File: src/verilog/sdram_pkg.sv
// shared widths, SDRAM timing and command/state encodings for the controller
// compile before any module; modules pull it in with a wildcard import
package sdram_pkg;

    // wishbone word address, top to bottom: bank | row | column
    localparam int BANK_W = 2;
    localparam int ROW_W  = 12;
    localparam int COL_W  = 8;
    localparam int WB_AW  = BANK_W + ROW_W + COL_W;   // 22 bit word address
    localparam int DW     = 16;                       // one SDRAM word
    localparam int NBANK  = 4;
    localparam int SA_W   = 13;                       // address pins, A12..A0

    // timing in clock cycles
    localparam int T_RP    = 2;    // precharge to activate
    localparam int T_RCD   = 2;    // activate to read/write
    localparam int T_RRD   = 2;    // activate to activate, any bank
    localparam int CAS_LAT = 2;    // read command to data on dq

    // small counters for the waits above, 2 bits covers all of them
    localparam int TCNT_W = 2;

    // request queue
    localparam int FIFO_DEPTH = 4;
    localparam int FIFO_AW    = 2;  // log2 of the depth

    // bit order is /CS /RAS /CAS /WE, so the value goes straight to the pins
    typedef enum logic [3:0] {
        CMD_PRECHARGE = 4'b0010,
        CMD_ACTIVE    = 4'b0011,
        CMD_WRITE     = 4'b0100,
        CMD_READ      = 4'b0101,
        CMD_NOP       = 4'b0111
    } sdram_cmd_e;

    // per bank sequencing
    typedef enum logic [1:0] {
        IDLE,          // waiting for a request, decides prech/act/access
        PRECH_WAIT,    // counting tRP
        ACT_WAIT,      // counting tRCD
        ISSUE          // row open, waiting for the bus to send READ/WRITE
    } bank_state_e;

endpackage

File: src/verilog/sdram_wb_port.sv
`timescale 1ns/1ps
// wishbone classic slave side of the controller
// pushes one request per bus cycle into the queue, acks writes once queued
// and reads when their data comes back from the sequencer
module sdram_wb_port (
    input  logic                        clk,
    input  logic                        rst,
    // wishbone classic
    input  logic                        wb_cyc,
    input  logic                        wb_stb,
    input  logic                        wb_we,
    input  logic [sdram_pkg::WB_AW-1:0] wb_adr,
    input  logic [sdram_pkg::DW-1:0]    wb_dat_w,
    output logic                        wb_ack,
    output logic [sdram_pkg::DW-1:0]    wb_dat_r,
    // request queue
    output logic                        push,
    output logic                        push_we,
    output logic [sdram_pkg::WB_AW-1:0] push_adr,
    output logic [sdram_pkg::DW-1:0]    push_dat,
    input  logic                        full,
    // read return
    input  logic                        rd_valid,
    input  logic [sdram_pkg::DW-1:0]    rd_data
);

    logic busy;      // current bus cycle already queued, waiting for its ack
    logic rd_wait;   // queued request is a read, ack comes with the data
    logic taken;     // queue accepts the push this cycle

    // master holds everything until ack, so forward it as is
    assign push     = wb_cyc && wb_stb && !busy;
    assign push_we  = wb_we;
    assign push_adr = wb_adr;
    assign push_dat = wb_dat_w;
    assign taken    = push && !full;    // full queue stalls the ack

    always_ff @(posedge clk or posedge rst) begin
        if (rst) begin
            busy    <= 1'b0;
            rd_wait <= 1'b0;
            wb_ack  <= 1'b0;
        end else begin
            wb_ack <= 1'b0;               // single cycle pulse
            if (taken) begin
                busy    <= 1'b1;
                rd_wait <= !wb_we;
                wb_ack  <= wb_we;         // posted write, ack right away
            end
            if (rd_wait && rd_valid) begin
                rd_wait <= 1'b0;
                wb_ack  <= 1'b1;
            end
            // stb is still up during the ack cycle, so release only after it
            if (wb_ack) begin
                busy <= 1'b0;
            end
        end
    end

    // read data register, loaded with the returning word
    always_ff @(posedge clk) begin
        if (rd_wait && rd_valid) begin
            wb_dat_r <= rd_data;
        end
    end

endmodule

File: src/verilog/sdram_req_fifo.sv
`timescale 1ns/1ps
// in-order request queue between the wishbone port and the sequencer
// the head is visible whenever empty is low, pop drops it at the clock edge
module sdram_req_fifo (
    input  logic                        clk,
    input  logic                        rst,
    input  logic                        push,
    input  logic                        push_we,
    input  logic [sdram_pkg::WB_AW-1:0] push_adr,
    input  logic [sdram_pkg::DW-1:0]    push_dat,
    output logic                        full,
    input  logic                        pop,
    output logic                        empty,
    output logic                        head_we,
    output logic [sdram_pkg::WB_AW-1:0] head_adr,
    output logic [sdram_pkg::DW-1:0]    head_dat
);
    import sdram_pkg::*;

    logic             mem_we  [FIFO_DEPTH];
    logic [WB_AW-1:0] mem_adr [FIFO_DEPTH];
    logic [DW-1:0]    mem_dat [FIFO_DEPTH];

    logic [FIFO_AW-1:0] wr_ptr, rd_ptr;    // wrap on their own since the depth is 2^n
    logic [FIFO_AW:0]   count;
    logic               do_push, do_pop;

    assign full    = count == (FIFO_AW+1)'(FIFO_DEPTH);
    assign empty   = count == '0;
    assign do_push = push && !full;
    assign do_pop  = pop && !empty;        // both at once keeps count

    assign head_we  = mem_we[rd_ptr];
    assign head_adr = mem_adr[rd_ptr];
    assign head_dat = mem_dat[rd_ptr];

    always_ff @(posedge clk or posedge rst) begin
        if (rst) begin
            wr_ptr <= '0;
            rd_ptr <= '0;
            count  <= '0;
        end else begin
            if (do_push) wr_ptr <= wr_ptr + 1'b1;
            if (do_pop)  rd_ptr <= rd_ptr + 1'b1;
            if (do_push && !do_pop)      count <= count + 1'b1;
            else if (do_pop && !do_push) count <= count - 1'b1;
        end
    end

    // entry storage
    always_ff @(posedge clk) begin
        if (do_push) begin
            mem_we[wr_ptr]  <= push_we;
            mem_adr[wr_ptr] <= push_adr;
            mem_dat[wr_ptr] <= push_dat;
        end
    end

endmodule

File: src/verilog/sdram_bank.sv
`timescale 1ns/1ps
// one SDRAM bank: tracks its open row and sequences PRECHARGE, ACTIVE, READ/WRITE
// requests for the bus with br and only drives cmd/sa during the granted cycle
module sdram_bank (
    input  logic                        clk,
    input  logic                        rst,
    // request from the sequencer, held until issued
    input  logic                        req,
    input  logic                        req_we,
    input  logic [sdram_pkg::ROW_W-1:0] req_row,
    input  logic [sdram_pkg::COL_W-1:0] req_col,
    // shared bus
    input  logic                        bg,          // grant, combinational
    input  logic                        act_block,   // tRRD still running
    output logic                        br,
    output logic                        issued,
    output sdram_pkg::sdram_cmd_e       cmd,
    output logic [sdram_pkg::SA_W-1:0]  sa
);
    import sdram_pkg::*;

    bank_state_e       st;
    logic              actd;        // bank has an open row
    logic [ROW_W-1:0]  row;         // which row is open
    logic [TCNT_W-1:0] cnt;         // tRP / tRCD countdown
    logic              row_hit;
    logic              go;          // asking and granted
    logic              do_prech;
    logic              do_act;
    logic              do_access;

    assign row_hit = actd && (row == req_row);

    // what happens this cycle, all of it needs the grant
    always_comb begin
        br        = 1'b0;
        go        = 1'b0;
        do_prech  = 1'b0;
        do_act    = 1'b0;
        do_access = 1'b0;
        case (st)
            IDLE: begin
                br       = req;
                go       = req && bg;
                do_prech = go && actd && !row_hit;     // wrong row open
                do_act   = go && !actd && !act_block;  // closed, wait out tRRD
            end
            ISSUE: begin
                br        = req;
                go        = req && bg;
                do_access = go;
            end
            default: begin
                br = 1'b0;    // counting, bus not needed
            end
        endcase
    end

    // state and wait counter
    always_ff @(posedge clk or posedge rst) begin
        if (rst) begin
            st   <= IDLE;
            actd <= 1'b0;
            cnt  <= '0;
        end else begin
            case (st)
                IDLE: begin
                    if (do_prech) begin
                        st   <= PRECH_WAIT;
                        actd <= 1'b0;
                        cnt  <= TCNT_W'(T_RP - 1);
                    end else if (do_act) begin
                        st   <= ACT_WAIT;
                        actd <= 1'b1;
                        cnt  <= TCNT_W'(T_RCD - 1);
                    end else if (go && row_hit) begin
                        st <= ISSUE;    // hit, command goes out next cycle
                    end
                end
                PRECH_WAIT: begin
                    // back to IDLE, which then opens the new row
                    if (cnt > TCNT_W'(1)) begin
                        cnt <= cnt - 1'b1;
                    end else begin
                        st <= IDLE;
                    end
                end
                ACT_WAIT: begin
                    if (cnt > TCNT_W'(1)) begin
                        cnt <= cnt - 1'b1;
                    end else begin
                        st <= ISSUE;
                    end
                end
                ISSUE: begin
                    if (do_access) begin
                        st <= IDLE;     // burst of 1, nothing left to do
                    end
                end
                default: st <= IDLE;
            endcase
        end
    end

    // open row, only meaningful while actd is set
    always_ff @(posedge clk) begin
        if (do_act) begin
            row <= req_row;
        end
    end

    // command and address, NOP/zero unless granted so the sequencer can OR them
    always_comb begin
        cmd    = CMD_NOP;
        sa     = '0;
        issued = 1'b0;
        if (do_prech) begin
            cmd = CMD_PRECHARGE;    // A10 low, this bank only
        end else if (do_act) begin
            cmd = CMD_ACTIVE;
            sa  = SA_W'(req_row);
        end else if (do_access) begin
            cmd    = req_we ? CMD_WRITE : CMD_READ;
            sa     = SA_W'(req_col);  // A10 low, no auto precharge
            issued = 1'b1;
        end
    end

endmodule

File: src/verilog/sdram_cmd_seq.sv
`timescale 1ns/1ps
// command sequencer: hands the queue head to its bank, grants the shared bus,
// merges bank commands onto the pins, keeps tRRD and collects read data
module sdram_cmd_seq (
    input  logic                                            clk,
    input  logic                                            rst,
    // queue head
    input  logic                                            empty,
    input  logic                                            head_we,
    input  logic [sdram_pkg::WB_AW-1:0]                     head_adr,
    input  logic [sdram_pkg::DW-1:0]                        head_dat,
    output logic                                            pop,
    // per bank requests
    output logic [sdram_pkg::NBANK-1:0]                     req,
    output logic [sdram_pkg::NBANK-1:0]                     req_we,
    output logic [sdram_pkg::NBANK-1:0][sdram_pkg::ROW_W-1:0] req_row,
    output logic [sdram_pkg::NBANK-1:0][sdram_pkg::COL_W-1:0] req_col,
    input  logic [sdram_pkg::NBANK-1:0]                     br,
    input  logic [sdram_pkg::NBANK-1:0]                     issued,
    input  sdram_pkg::sdram_cmd_e                           cmd [sdram_pkg::NBANK],
    input  logic [sdram_pkg::NBANK-1:0][sdram_pkg::SA_W-1:0] sa,
    output logic [sdram_pkg::NBANK-1:0]                     bg,
    output logic                                            act_block,
    // SDRAM pins
    output sdram_pkg::sdram_cmd_e                           sdram_cmd,
    output logic [sdram_pkg::BANK_W-1:0]                    sdram_ba,
    output logic [sdram_pkg::SA_W-1:0]                      sdram_a,
    output logic [sdram_pkg::DW-1:0]                        dq_out,
    output logic                                            dq_oe,
    input  logic [sdram_pkg::DW-1:0]                        dq_in,
    // read return to the port
    output logic                                            rd_valid,
    output logic [sdram_pkg::DW-1:0]                        rd_data
);
    import sdram_pkg::*;

    logic [BANK_W-1:0]  head_bank;
    logic [ROW_W-1:0]   head_row;
    logic [COL_W-1:0]   head_col;
    logic [TCNT_W-1:0]  rrd_cnt;     // cycles left before the next ACTIVE
    logic [CAS_LAT-1:0] rd_pipe;     // one bit per cycle since READ
    logic               rd_busy;
    logic [3:0]         cmd_x;       // merged commands, relative to NOP

    // address split, bank on top
    assign head_bank = head_adr[WB_AW-1 -: BANK_W];
    assign head_row  = head_adr[COL_W +: ROW_W];
    assign head_col  = head_adr[COL_W-1:0];
    assign rd_busy   = |rd_pipe;
    assign act_block = rrd_cnt != '0;

    // only the head's bank sees req, so at most one grant at a time
    always_comb begin
        for (int i = 0; i < NBANK; i++) begin
            req[i]     = !empty && (head_bank == BANK_W'(i));
            req_we[i]  = head_we;
            req_row[i] = head_row;
            req_col[i] = head_col;
            // hold writes back until read data is off dq
            bg[i]      = req[i] && br[i] && !(head_we && rd_busy);
        end
    end

    assign pop = |issued;    // head leaves in the cycle its command goes out

    // idle banks output NOP, active low pins, so OR the difference from NOP
    always_comb begin
        cmd_x    = '0;
        sdram_a  = '0;
        sdram_ba = '0;
        for (int i = 0; i < NBANK; i++) begin
            cmd_x   = cmd_x | (cmd[i] ^ CMD_NOP);
            sdram_a = sdram_a | sa[i];
            if (bg[i]) sdram_ba = sdram_ba | BANK_W'(i);
        end
        sdram_cmd = sdram_cmd_e'(cmd_x ^ CMD_NOP);
    end

    // write data goes out with the WRITE command
    assign dq_oe  = sdram_cmd == CMD_WRITE;
    assign dq_out = head_dat;

    always_ff @(posedge clk or posedge rst) begin
        if (rst) begin
            rrd_cnt  <= '0;
            rd_pipe  <= '0;
            rd_valid <= 1'b0;
        end else begin
            if (sdram_cmd == CMD_ACTIVE) rrd_cnt <= TCNT_W'(T_RRD - 1);
            else if (act_block)          rrd_cnt <= rrd_cnt - 1'b1;
            rd_pipe  <= {rd_pipe[CAS_LAT-2:0], sdram_cmd == CMD_READ};
            rd_valid <= rd_pipe[CAS_LAT-1];    // CAS_LAT+1 after READ
        end
    end

    // sample dq in the CAS latency cycle
    always_ff @(posedge clk) begin
        if (rd_pipe[CAS_LAT-1]) begin
            rd_data <= dq_in;
        end
    end

endmodule

File: src/verilog/sdram_ctrl_top.sv
`timescale 1ns/1ps
// SDRAM controller top: wishbone port, request queue, four banks, sequencer
// connect the wishbone side to the bus master and the pins to the SDRAM
module sdram_ctrl_top (
    input  logic                         clk,
    input  logic                         rst,
    // wishbone classic slave
    input  logic                         wb_cyc,
    input  logic                         wb_stb,
    input  logic                         wb_we,
    input  logic [sdram_pkg::WB_AW-1:0]  wb_adr,
    input  logic [sdram_pkg::DW-1:0]     wb_dat_w,
    output logic                         wb_ack,
    output logic [sdram_pkg::DW-1:0]     wb_dat_r,
    // SDRAM, dqm held low outside
    output sdram_pkg::sdram_cmd_e        sdram_cmd,
    output logic [sdram_pkg::BANK_W-1:0] sdram_ba,
    output logic [sdram_pkg::SA_W-1:0]   sdram_a,
    output logic [sdram_pkg::DW-1:0]     dq_out,
    output logic                         dq_oe,
    input  logic [sdram_pkg::DW-1:0]     dq_in
);
    import sdram_pkg::*;

    // port to queue
    logic             push, push_we, full;
    logic [WB_AW-1:0] push_adr;
    logic [DW-1:0]    push_dat;
    // queue to sequencer
    logic             empty, head_we, pop;
    logic [WB_AW-1:0] head_adr;
    logic [DW-1:0]    head_dat;
    // read return
    logic             rd_valid;
    logic [DW-1:0]    rd_data;
    // sequencer to banks
    logic [NBANK-1:0]            req, req_we, br, bg, issued;
    logic [NBANK-1:0][ROW_W-1:0] req_row;
    logic [NBANK-1:0][COL_W-1:0] req_col;
    logic [NBANK-1:0][SA_W-1:0]  bank_sa;
    sdram_cmd_e                  bank_cmd [NBANK];
    logic                        act_block;

    sdram_wb_port i_port (
        .clk, .rst, .wb_cyc, .wb_stb, .wb_we, .wb_adr, .wb_dat_w, .wb_ack, .wb_dat_r,
        .push, .push_we, .push_adr, .push_dat, .full, .rd_valid, .rd_data
    );

    sdram_req_fifo i_fifo (
        .clk, .rst, .push, .push_we, .push_adr, .push_dat, .full,
        .pop, .empty, .head_we, .head_adr, .head_dat
    );

    for (genvar i = 0; i < NBANK; i++) begin : g_bank
        sdram_bank i_bank (
            .clk, .rst,
            .req(req[i]), .req_we(req_we[i]), .req_row(req_row[i]), .req_col(req_col[i]),
            .bg(bg[i]), .act_block, .br(br[i]), .issued(issued[i]),
            .cmd(bank_cmd[i]), .sa(bank_sa[i])
        );
    end

    sdram_cmd_seq i_seq (
        .clk, .rst, .empty, .head_we, .head_adr, .head_dat, .pop,
        .req, .req_we, .req_row, .req_col, .br, .issued,
        .cmd(bank_cmd), .sa(bank_sa), .bg, .act_block,
        .sdram_cmd, .sdram_ba, .sdram_a, .dq_out, .dq_oe, .dq_in,
        .rd_valid, .rd_data
    );

endmodule

File: config.mk
export PLATFORM = sky130hd
export DESIGN_NAME = sdram_ctrl_top
export DESIGN_NICKNAME = d
export VERILOG_FILES = /design/src/verilog/sdram_pkg.sv /design/src/verilog/sdram_wb_port.sv /design/src/verilog/sdram_req_fifo.sv /design/src/verilog/sdram_bank.sv /design/src/verilog/sdram_cmd_seq.sv /design/src/verilog/sdram_ctrl_top.sv
export SDC_FILE = /design/constraint.sdc
export NUM_CORES = 1
export LEC_CHECK = 0
export ABC_AREA = 1
export CORE_MARGIN = 5
export CORE_UTILIZATION = 35
export DETAILED_ROUTE_END_ITERATION = 8
export DONT_BUFFER_PORTS = 1
export PLACE_DENSITY_LB_ADDON = 0.05
export SLEW_MARGIN = 15
export SYNTH_ARGS = -nofsm -noshare
export SYNTH_HDL_FRONTEND = slang
export SYNTH_SLANG_ARGS = --single-unit
export TNS_END_PERCENT = 5
File: constraint.sdc
create_clock -name clk -period 4.52 [get_ports clk]
set_input_delay 0.452 -clock clk [delete_from_list [all_inputs] [get_ports clk]]
set_output_delay 0.452 -clock clk [all_outputs]
set_load 0.03 [all_outputs]
==> results.py, run 1 <==
metrics = {
    "run_status": {
        "outcome": "completed",
    },
    "setup_path": {
        "worst_path_dominant_cell_family": "buffers and inverters",
        "r2r_slack_ps": 910,
        "worst-path-max-fanout": 47,
        "endpoint_kind": "output pin",
        "critical_path_arrival_ps": 3610,
        "cp_cell_sequence": "buf_4 -> nand2_1 -> nand3_1 -> nand2_2 -> inv_2 -> nand2_1 -> nor2_2 -> nand3_1 -> nor2_2 -> buf_4 -> inv_1 -> nand4_2 -> inv_2 -> nor2_1 -> buf_4",
        "worst-endpoint-required_ps": 4070,
        "worst_path_most_repeated_cell": "sky130_fd_sc_hd__buf_4",
        "cp-start-kind": "register",
        "critPathBufInv": 6,
        "crit_path_max_incr_delay_ps": 480,
        "slowest_stage": "sky130_fd_sc_hd__buf_4",
        "setup.worst_path.class": "register to output pin",
    },
    "clock_tree": {
        "htree_levels": 2,
        "clk_latency_ps": 510,
        "clk_path_buf_depth": 3,
        "clock_tree_from_tritoncts": "done",
        "cts_sinks": 271,
        "cts.root.buffer_cell": "sky130_fd_sc_hd__clkbuf_16",
        "ctsHoldBuffers": 1,
        "postCtsResizedCells": 0,
        "cts_made_buffers": 34,
        "cts.repair_timing.setup_buffer_count": 0,
        "clk_transition_reported_paths_ps": 60,
    },
    "timing": {
        "max-slew-margin-rel_pct": 38.9,
        "setup_viol": 0,
        "worst_pin_slew_ps": 914,
        "rsz0062_at_grt": "no",
        "finalClockSkew_ps": 17.5,
        "period_needed_ps": 4060,
        "timing.fmax_mhz": 246,
        "worst_slack_ps": 462,
        "final.period_utilization_pct": 89.8,
        "fin_tns_setup_ps": 0,
        "final_max_slew_viol_count": 0,
        "timing.final.hold_violations": 0,
    },
    "placement": {
        "place.detailed.instances": 1527,
        "place.gp.congestion": 0.774,
        "dp.final_hpwl_mm": 20.1,
        "detailedPlace.worstSlack_ps": 841,
        "port_buffers": 0,
    },
    "floorplanning": {
        "std_cell_rows": 68,
        "die_height_um": 197,
        "fp.dieArea_sq_mm": 0.0388,
        "ios": 112,
        "initial_core_util_pct": 35.4,
        "die_width_um": 197,
        "coreArea_sq_mm": 0.0345,
    },
    "power": {
        "ir_worst_vdd_v": 0.000352,
        "totalPowerFinal_mw": 9.56,
        "power-per-cell-area_mw_per_mm2": 684,
        "power.leakage_nw": 5.43,
    },
    "synthesis": {
        "synth.distinct_cells": 43,
        "seq_area_frac_synth_pct": 65.1,
        "synthesis.area_sq_mm": 0.0122,
        "synth.avg_cell_area_sq_um": 11.4,
        "ys.warnings.count": 0,
        "postSynthRegisterBits": 271,
        "netlist_instances": 1076,
    },
    "routing": {
        "wire_per_inst_um": 19.0,
        "drt_first_pass_iters": 5,
        "drt_iter0_markers": 390,
        "totalWireLength_mm": 30.1,
        "post_drt_via_cell_ratio": 4.73,
        "detail_route.drc_violations": 0,
        "vias": 7508,
        "count_of_nets_left_with_antenna_violations_after_detail_routing": 0,
    },
    "cells_and_area": {
        "nets": 1199,
        "synthToLayoutAreaGrowth_pct": 14.4,
        "insertedDiodeCount": 0,
        "post_layout_nonfiller_instances": 1587,
        "post_route_cells_drive_above_1_share_pct": 14.1,
    },
    "global_route": {
        "globalRouteOverflowTotal": 0,
        "grt_first_pass_wirelength_mm": 46.4,
        "grtUsageTotal_pct": 15.5,
        "largest_net_degree_at_the_start_of_global_routing": 80,
        "grt_antenna_before_repair": 0,
        "first_global_vias": 7566,
    },
    "worst_hold_path": {
        "timing.hold.worst.class": "input pin to register",
    },
    "run": {
        "total_of_max_cap_violations": 0,
    },
}
==> Yosys cell counts (all sizes together) <==
| library cell | number | area share (%) |
|---|---|---|
| a21oi | 15 | 0.61 |
| a22oi | 2 | 0.12 |
| a32o | 8 | 0.65 |
| and2 | 1 | 0.051 |
| buf | 21 | 1.6 |
| clkbuf | 9 | 0.28 |
| conb | 1 | 0.031 |
| dfrtp | 35 | 7.2 |
| edfxtp | 236 | 58 |
| fa | 1 | 0.16 |
| ha | 30 | 3.1 |
| inv | 87 | 2.7 |
| mux2 | 1 | 0.092 |
| nand2 | 308 | 10 |
| nand3 | 60 | 3.4 |
| nand3b | 30 | 1.8 |
| nand4 | 7 | 0.53 |
| nor2 | 121 | 4.1 |
| nor3 | 2 | 0.16 |
| o211ai | 3 | 0.30 |
| o21a | 2 | 0.12 |
| o21ai | 68 | 3.1 |
| o22ai | 16 | 0.82 |
| or2 | 2 | 0.10 |
| xnor2 | 1 | 0.072 |
| xor2 | 9 | 0.64 |
==> stage by stage <==
step	area, sq um	hold slack, ps	utilization (%)
2_1_floorplan	12200	400	-
3_3_place_gp	12900	400	37.3
3_5_place_dp	12900	405	37.3
4_1_cts	14000	4.81	40.5
5_1_grt	14000	7.92	40.5
6_report	14000	37.2	40.5
==> power by group <==
part | internal, mW | leakage [nW] | switching, mW
registers | 3.19 | 2.56 | 0.277
logic | 1.01 | 2.34 | 2.43
clock network | 1.64 | 0.523 | 1.00
==> final cells by class <==
cell class / count / area [sq um]
repair buffers: 26 / 298
fillers: 3334 / 20600
inverters: 87 / 334
clock inverters: 14 / 169
multi-input cells: 689 / 3730
flip-flops and latches: 271 / 7960
well taps: 455 / 569
clock buffers: 45 / 913
==> cell usage in the layout, fill, tap and decap left out, types with 8 or more instances in the layout <==
cell type and count:
sky130_fd_sc_hd__a21oi_1 15, sky130_fd_sc_hd__clkbuf_1 10, sky130_fd_sc_hd__inv_2 8, sky130_fd_sc_hd__buf_4 17, sky130_fd_sc_hd__nand3_2 19, sky130_fd_sc_hd__nor2_1 105
sky130_fd_sc_hd__o21ai_2 9, sky130_fd_sc_hd__edfxtp_1 236, sky130_fd_sc_hd__buf_12 8, sky130_fd_sc_hd__nand2_2 24, sky130_fd_sc_hd__o21ai_0 55, sky130_fd_sc_hd__inv_1 78
sky130_fd_sc_hd__dfrtp_1 34, sky130_fd_sc_hd__nand2_1 279, sky130_fd_sc_hd__xor2_1 9, sky130_fd_sc_hd__nor2_2 8, sky130_fd_sc_hd__nand3b_1 30, sky130_fd_sc_hd__nor2_4 8
sky130_fd_sc_hd__a32o_1 8, sky130_fd_sc_hd__nand3_1 39, sky130_fd_sc_hd__clkbuf_16 35, sky130_fd_sc_hd__ha_1 30, sky130_fd_sc_hd__o22ai_1 16
==> flip-flops by register name, indices dropped and copies added, names as in the netlist <==
signal	cells
i_fifo.mem_adr	88
i_port.busy	1
i_fifo.mem_dat	64
g_bank.i_bank.actd	4
i_port.rd_wait	1
i_seq.rd_data	16
i_seq.rd_pipe	2
i_seq.rd_valid	1
i_fifo.rd_ptr	2
g_bank.i_bank.cnt	8
i_port.wb_ack	1
i_fifo.count	3
i_fifo.wr_ptr	2
i_fifo.mem_we	4
g_bank.i_bank.st	8
g_bank.i_bank.row	48
i_seq.rrd_cnt	2
i_port.wb_dat_r	16
==> metal layers <==
metal	track usage (%)	routed length [um]	vias to the layer above
met3	3.86	1520	40
met2	25.0	14200	136
li1	-	-	3735
met4	4.34	685	0
met1	21.0	13700	3597
met5	0	0	-
==> worst reg2reg max path: stages (launching register included) <==
cell and delay [ps]:
sky130_fd_sc_hd__dfrtp_1 380, sky130_fd_sc_hd__inv_2 490, sky130_fd_sc_hd__nand3_1 330, sky130_fd_sc_hd__nand2_1 270, sky130_fd_sc_hd__o21ai_0 150, sky130_fd_sc_hd__nor2_1 110
sky130_fd_sc_hd__nand2_1 80, sky130_fd_sc_hd__nor2_2 130, sky130_fd_sc_hd__nand2_1 100, sky130_fd_sc_hd__nand2_2 120, sky130_fd_sc_hd__nand2_2 90, sky130_fd_sc_hd__nand2_4 190
sky130_fd_sc_hd__nor2_1 100, sky130_fd_sc_hd__ha_1 200, sky130_fd_sc_hd__inv_1 110, sky130_fd_sc_hd__fa_1 390, sky130_fd_sc_hd__mux2_2 260
==> cells by family after synthesis <==
kind of cell | synth area share [%]
buffers and inverters | 4.60
AND/OR/NAND/NOR | 20.5
multiplexers | 0.0921
flip-flops | 65.1
other | 0.0307
AO/OA/AOI/OAI | 5.69
XOR/XNOR | 0.716
adder cells (fa/ha/maj) | 3.23
==> path summary, 6_finish.rpt <==
path / startpoint / to / depth (start not counted)
worst max-delay path: i_fifo.rd_ptr[0] / sdram_a[11] / 15
worst min-delay path: wb_adr[10] / i_fifo.mem_adr[0][10] / 0
worst max register to register: i_fifo.rd_ptr[1] / i_fifo.count[1] / 16
worst min register to register: i_seq.rd_data[6] / i_port.wb_dat_r[6] / 0
max in group asynchronous: rst / i_fifo.rd_ptr[0] / 3
min in group asynchronous: rst / i_seq.rd_valid / 3
Note: power is estimated with default switching activity, not from simulation.
==> inputs of run 2 (changes only) <==
--- a/config.mk
+++ b/config.mk
@@ -5,7 +5,7 @@
 export SDC_FILE = /design/constraint.sdc
 export NUM_CORES = 1
 export LEC_CHECK = 0
-export ABC_AREA = 1
+export ABC_AREA = 0
 export CORE_MARGIN = 5
 export CORE_UTILIZATION = 35
 export DETAILED_ROUTE_END_ITERATION = 8
==> constraint.sdc (replaced) <==
create_clock -name clk -period 4.52 [get_ports clk]
set_input_delay 1.356 -clock clk [delete_from_list [all_inputs] [get_ports clk]]
set_output_delay 1.356 -clock clk [all_outputs]
set_load 0.03 [all_outputs]
==> run 2 against run 1 <==
Final cell count down 24%; count of clock-buffer cells in the layout down 4; the flow now finishes with violations (negative setup slack); clock skew up 21 ps; highest routed layer unchanged; global-route usage down 1.7 points; critical path type unchanged; first-iteration DRC count down 18%.
==> results.py, run 2 <==
metrics = {
    "run_status": {
        "outcome": "complete, but fails checks",
        "failed_checks": "negative setup slack",
    },
    "placement": {
        "place.gp.congestion": 0.779,
        "placed_cell_area_sq_mm": 0.0123,
        "dp.final_hpwl_mm": 16.9,
        "port_buffers": 0,
        "place.detailed.instances": 1135,
        "detailedPlace.worstSlack_ps": -366,
    },
    "setup_path": {
        "endpoint_kind": "output pin",
        "worstReg2RegEnd": "i_fifo.count[2]",
        "setup.worst_path.class": "register to output pin",
        "critical_path_arrival_ps": 3580,
        "worstSetupEndpoint": "sdram_cmd[0]",
        "cp-start-kind": "register",
        "depth_of_the_worst_register_to_register_path": 16,
        "worst-path-max-fanout": 8,
        "worst-endpoint-required_ps": 3160,
        "critical_path.reg2reg.startpoint": "i_fifo.rd_ptr[0]",
        "r2r_slack_ps": 600,
        "timing.critical_path.from": "i_fifo.rd_ptr[0]",
    },
    "cells_and_area": {
        "reg_top3": "i_fifo.mem_adr (88), i_fifo.mem_dat (64), g_bank.i_bank.row (48)",
        "top_register": "i_fifo.mem_adr",
        "post-route-util_pct": 42.9,
        "layout.cells.most_common": "sky130_fd_sc_hd__edfxtp_1",
        "synthToLayoutAreaGrowth_pct": 20.4,
        "post_layout_nonfiller_instances": 1202,
        "largest_reg_flops": 88,
        "insertedDiodeCount": 0,
        "post_route_cells_drive_above_1_share_pct": 26.2,
        "mostFrequentLayoutCells": "sky130_fd_sc_hd__edfxtp_1 (236), sky130_fd_sc_hd__buf_4 (43), sky130_fd_sc_hd__inv_1 (41)",
        "final_design_area_no_fill_sq_mm": 0.0136,
        "n_fill_cell": 2852,
        "nets": 836,
    },
    "floorplanning": {
        "fp.dieArea_sq_mm": 0.0361,
        "ios": 112,
        "coreArea_sq_mm": 0.0318,
        "die_height_um": 190,
        "std_cell_rows": 65,
        "die_width_um": 190,
        "initial_core_util_pct": 35.6,
    },
    "timing": {
        "finalClockSkew_ps": 38.3,
        "period_needed_ps": 4930,
        "worst_pin_slew_ps": 876,
        "timing.fmax_mhz": 203,
        "final_max_slew_viol_count": 0,
        "timing.final.hold_violations": 0,
        "hold_ws_ps": 369,
        "max-slew-margin-rel_pct": 41.6,
        "worst_slack_ps": -413,
        "fin_tns_setup_ps": -4360,
        "rsz0062_at_grt": "yes",
        "final.period_utilization_pct": 109,
        "setup_viol": 12,
    },
    "routing": {
        "totalWireLength_mm": 25.4,
        "wire_per_inst_um": 21.1,
        "vias": 5860,
        "post_drt_via_cell_ratio": 4.88,
        "drt_iter0_markers": 321,
        "count_of_nets_left_with_antenna_violations_after_detail_routing": 0,
        "drt_first_pass_iters": 5,
        "detail_route.drc_violations": 0,
    },
    "power": {
        "power-per-cell-area_mw_per_mm2": 675,
        "power.leakage_nw": 4.77,
        "totalPowerFinal_mw": 9.20,
        "ir_worst_vdd_v": 0.000349,
    },
    "clock_tree": {
        "htree_levels": 1,
        "cts.root.buffer_cell": "sky130_fd_sc_hd__clkbuf_16",
        "clock_tree_from_tritoncts": "done",
        "cts_made_buffers": 30,
        "ctsHoldBuffers": 0,
        "clk_latency_ps": 580,
        "clk_transition_reported_paths_ps": 60,
        "cts_sinks": 271,
        "clk_path_buf_depth": 3,
    },
    "synthesis": {
        "synthesis.area_sq_mm": 0.0113,
        "synth_edf_count": 236,
        "netlist_instances": 673,
        "ys.warnings.count": 0,
        "top_count_cell_post_synth": "sky130_fd_sc_hd__edfxtp_1",
        "ys_top_cells_by_area": "sky130_fd_sc_hd__edfxtp_1 (63%), sky130_fd_sc_hd__dfrtp_1 (7.7%), sky130_fd_sc_hd__mux4_2 (7.6%)",
        "synth.avg_cell_area_sq_um": 16.8,
        "postSynthRegisterBits": 271,
        "synthDominantAreaCellType": "sky130_fd_sc_hd__edfxtp_1",
        "asyncSetResetFlopFracSynth_pct": 12.9,
        "synth_top_cell_area_share_pct": 62.5,
        "netlist_top_cells_count": "sky130_fd_sc_hd__edfxtp_1 (236), sky130_fd_sc_hd__xnor2_1 (46), sky130_fd_sc_hd__inv_1 (42)",
        "seq_area_frac_synth_pct": 70.3,
        "ys_dominant_reg_cell": "sky130_fd_sc_hd__edfxtp_1",
        "synth.distinct_cells": 58,
    },
    "global_route": {
        "globalRouteOverflowTotal": 0,
        "first_global_vias": 6297,
        "grtUsageTotal_pct": 13.9,
        "largest_net_degree_at_the_start_of_global_routing": 28,
        "grt_antenna_before_repair": 0,
        "grt_first_pass_wirelength_mm": 38.4,
    },
    "worst_hold_path": {
        "timing.hold.worst.class": "register to register",
    },
    "run": {
        "total_of_max_cap_violations": 0,
    },
}
## run 2: metal layers
layer  GRT usage, %  share of wire (%)
met1           17.8                 42
met2           23.1                 49
met3           4.42                6.7
met4           3.20                2.2
met5              0                  0
## run 2: worst min-delay path by stage
stage | startpoint | endpoint | slack (ps) | cells past startpoint
global route | i_seq.rd_pipe[0] | i_seq.rd_pipe[1] | 370 | 0
detailed placement | i_seq.rd_pipe[0] | i_seq.rd_pipe[1] | 360 | 0
finish | i_seq.rd_pipe[0] | i_seq.rd_pipe[1] | 370 | 0
global placement | i_seq.rd_pipe[0] | i_seq.rd_pipe[1] | 360 | 0
CTS | i_seq.rd_pipe[0] | i_seq.rd_pipe[1] | 370 | 0
floorplan | i_seq.rd_pipe[0] | i_seq.rd_pipe[1] | 350 | 0
## run 2: kinds of logic (layout without fill, tap and decap cells)
group           after synthesis  count (layout)  share of synthesized area, %
mux                          49              50                          8.70
compound gates               65              65                          4.25
buf+inv                      68             159                          2.76
other cells                   1               2                        0.0331
flops                       271             271                          70.3
fa+ha+maj                    31              31                          3.49
simple gates                134             135                          6.32
xor+xnor                     54              54                          4.17
## run 2: layout make-up
cell class	instances	area, sq um	share of cell area, %
sequential	271	7970	58.4
multi-input combinational	337	3330	24.4
clock buffer	41	812	5.95
timing repair buffer	64	647	4.74
tap	435	544	3.99
clock inverter	12	178	1.30
inverter	42	158	1.16
## run 2: worst max-delay path: stages, from the launching register on
cell	delay, ps
sky130_fd_sc_hd__dfrtp_2	430
sky130_fd_sc_hd__buf_12	150
sky130_fd_sc_hd__mux4_2	570
sky130_fd_sc_hd__buf_4	160
sky130_fd_sc_hd__xor2_1	130
sky130_fd_sc_hd__or4_4	530
sky130_fd_sc_hd__a2111oi_4	300
sky130_fd_sc_hd__nor3_2	120
sky130_fd_sc_hd__nor4_2	240
sky130_fd_sc_hd__nor2b_2	200
sky130_fd_sc_hd__buf_4	160
## run 2: power breakdown
group          leakage, nW  total, mW  switching, mW  internal (mW)
clock                0.476       2.44          0.960           1.48
combinational         1.75       3.34           1.96           1.38
sequential            2.55       3.42          0.251           3.17
total                 4.77       9.20           3.17           6.03
## run 2: timing repair
| action | 4_1_cts | 5_1_grt |
|---|---|---|
| pin swaps | 8 | 5 |
| resized for setup | 30 | 23 |
| setup endpoints to repair | 16 | 16 |
| setup buffers | 11 | 1 |
| cloned | 1 | 1 |
==> inputs of run 3 (changes only) <==
--- a/config.mk
+++ b/config.mk
@@ -10,7 +10,7 @@
 export CORE_UTILIZATION = 35
 export DETAILED_ROUTE_END_ITERATION = 8
 export DONT_BUFFER_PORTS = 1
-export PLACE_DENSITY_LB_ADDON = 0.05
+export PLACE_DENSITY = 0.48
 export SLEW_MARGIN = 15
 export SYNTH_ARGS = -nofsm -noshare
 export SYNTH_HDL_FRONTEND = slang
==> run 3 against run 2 <==
Via count up 1.5%; sequential cell count is the same; fmax is 0.93% higher; combinational power up 8.7%; power increased by 6.5%; cell area up 3.8%; first-iteration DRC count up 18%; sequential power barely moved; the run still ends with negative setup slack left; critical path type unchanged; worst hold slack better by 2.5 ps; final cell count increased by 2.7%; routed wire length is 3.6% lower; highest routed layer unchanged; critical path depth increased by 1.
==> results.py, run 3 (synthesized netlist as in run 2, its figures left out) <==
metrics = {
    "setup_path": {
        "crit_path_max_incr_delay_ps": 560,
        "endpoint_kind": "output pin",
        "cp-start-kind": "register",
        "cp_cell_sequence": "buf_12 -> mux4_2 -> buf_4 -> xor2_1 -> or4_4 -> a211oi_2 -> a221oi_2 -> and3_4 -> buf_12 -> o22ai_4 -> buf_12",
        "critical_path_arrival_ps": 3530,
        "worst-path-max-fanout": 10,
        "timing.critical_path.from": "i_fifo.rd_ptr[0]",
        "worst-endpoint-required_ps": 3160,
        "setup.worst_path.class": "register to output pin",
        "critical_path.reg2reg.startpoint": "i_fifo.rd_ptr[0]",
        "slowest_stage": "sky130_fd_sc_hd__mux4_2",
        "worst_path_most_repeated_cell": "sky130_fd_sc_hd__buf_12",
    },
    "cells_and_area": {
        "top_register": "i_fifo.mem_adr",
        "insertedDiodeCount": 0,
        "n_fill_cell": 2780,
        "post-route-util_pct": 44.5,
        "regArea_sq_mm": 0.00797,
        "nets": 867,
        "layout.cells.most_common": "sky130_fd_sc_hd__edfxtp_1",
        "reg_top3": "i_fifo.mem_adr (88), i_fifo.mem_dat (64), g_bank.i_bank.row (48)",
        "multi_input_area_sq_mm": 0.00342,
        "final_design_area_no_fill_sq_mm": 0.0142,
        "post_route_cells_drive_above_1_share_pct": 31.5,
        "largest_reg_flops": 88,
        "synthToLayoutAreaGrowth_pct": 24.9,
        "mostFrequentLayoutCells": "sky130_fd_sc_hd__edfxtp_1 (236), sky130_fd_sc_hd__buf_4 (72), sky130_fd_sc_hd__inv_1 (41)",
    },
    "routing": {
        "totalWireLength_mm": 24.4,
        "drt_iter0_markers": 380,
        "vias": 5949,
        "wire_per_inst_um": 19.8,
        "post_drt_via_cell_ratio": 4.82,
        "count_of_nets_left_with_antenna_violations_after_detail_routing": 0,
        "drt_first_pass_iters": 5,
        "detail_route.drc_violations": 0,
    },
    "power": {
        "sequentialPowerShare_pct": 35.0,
        "clkPwrFrac_pct": 27.9,
        "power.combinational.fraction_pct": 37.1,
        "netSwitchingPower_mw": 3.25,
        "power-per-cell-area_mw_per_mm2": 692,
        "p_sw_share_pct": 33.2,
        "power.leakage_nw": 5.05,
        "ir_worst_vdd_v": 0.000306,
        "totalPowerFinal_mw": 9.80,
        "cellInternalPower_mw": 6.55,
    },
    "floorplanning": {
        "std_cell_rows": 65,
        "fp.dieArea_sq_mm": 0.0361,
        "ios": 112,
        "die_height_um": 190,
        "die_width_um": 190,
        "initial_core_util_pct": 35.6,
        "coreArea_sq_mm": 0.0318,
    },
    "timing": {
        "hold_ws_ps": 371,
        "timing.final.hold_violations": 0,
        "finalClockSkew_ps": 23.8,
        "worst_slack_ps": -368,
        "rsz0062_at_grt": "yes",
        "final_max_slew_viol_count": 0,
        "timing.fmax_mhz": 205,
        "final.period_utilization_pct": 108,
        "max-slew-margin-rel_pct": 41.2,
        "period_needed_ps": 4890,
        "worst_pin_slew_ps": 882,
        "setup_viol": 14,
    },
    "placement": {
        "port_buffers": 0,
        "placed_cell_area_sq_mm": 0.0123,
        "dp.final_hpwl_mm": 16.5,
        "place.gp.congestion": 0.796,
    },
    "global_route": {
        "grt_first_pass_wirelength_mm": 38.2,
        "first_global_vias": 6512,
        "grt_antenna_before_repair": 0,
        "globalRouteOverflowTotal": 0,
        "grtUsageTotal_pct": 13.5,
        "largest_net_degree_at_the_start_of_global_routing": 36,
    },
    "clock_tree": {
        "cts.root.buffer_cell": "sky130_fd_sc_hd__clkbuf_16",
        "cts_made_buffers": 30,
        "clk_transition_reported_paths_ps": 60,
        "clock_tree_from_tritoncts": "done",
        "clk_path_buf_depth": 3,
        "cts_sinks": 271,
        "htree_levels": 1,
        "clk_latency_ps": 570,
        "ctsHoldBuffers": 0,
    },
    "run_status": {
        "outcome": "complete, but fails checks",
        "failed_checks": "negative setup slack",
    },
    "run": {
        "total_of_max_cap_violations": 0,
    },
    "worst_hold_path": {
        "hp-start": "i_seq.rd_pipe[0]",
        "timing.hold.worst.class": "register to register",
    },
}
run 3: layer usage:
layer | GRT usage (%) | vias up | part of all wire, %
li1 | - | 2750 | -
met1 | 16.6 | 3020 | 41
met2 | 23.2 | 134 | 50
met3 | 4.31 | 45 | 6.8
met4 | 3.67 | 0 | 2.4
met5 | 0 | - | 0
run 3: cell type report:
cell class / count / area share [%]
clock buffers: 32 / 5.36
inverters: 42 / 1.11
multi-input cells: 335 / 24.1
flip-flops and latches: 271 / 56.3
clock inverters: 23 / 2.65
repair buffers: 97 / 6.64
well taps: 435 / 3.84
run 3: stage by stage:
step                      setup TNS [ps]  cells  worst slack, ps
after floorplan                        0    674              150
after global placement              -170   1144            -96.5
after detailed placement            -112   1144            -84.8
after CTS                          -5480   1227             -408
after global routing               -7030   1235             -569
final                              -4060   1235             -368
run 3: power by group through the flow:
stage                     logic (mW)  clock network (mW)  registers [mW]
after floorplan                 2.23                   0            3.42
after global placement          3.05                   0            3.45
after detailed placement        3.12                   0            3.47
after CTS                       3.50                2.80            3.43
after global routing            3.96                2.92            3.46
final                           3.63                2.74            3.42
run 3: final timing paths:
| path | to | slack (ps) | cells after the start |
|---|---|---|---|
| max reg2reg | i_fifo.count[1] | 750 | 13 |
| max | sdram_a[5] | -370 | 11 |
| max in group asynchronous | i_fifo.rd_ptr[1] | 3300 | 2 |
| min in group asynchronous | i_port.busy | 820 | 2 |
| min | i_seq.rd_pipe[1] | 370 | 0 |
| min reg2reg | i_seq.rd_pipe[1] | 370 | 0 |
run 3: critical path: cells and delay by family, from the launching register on:
kind	cells	cell delay, ps
and+or+nand+nor	2	690
buffers and inverters	4	630
muxes	1	560
AOI/OAI and AO/OA	3	480
DFF	1	450
xor gates and xnor gates	1	130
run 3: repair_timing:
action,in CTS,in global routing
pin swaps,8,7
setup endpoints to repair,16,16
buffers inserted,26,9
gates resized for setup,33,35
endpoints found under the hold margin,0,0
cloned,2,0
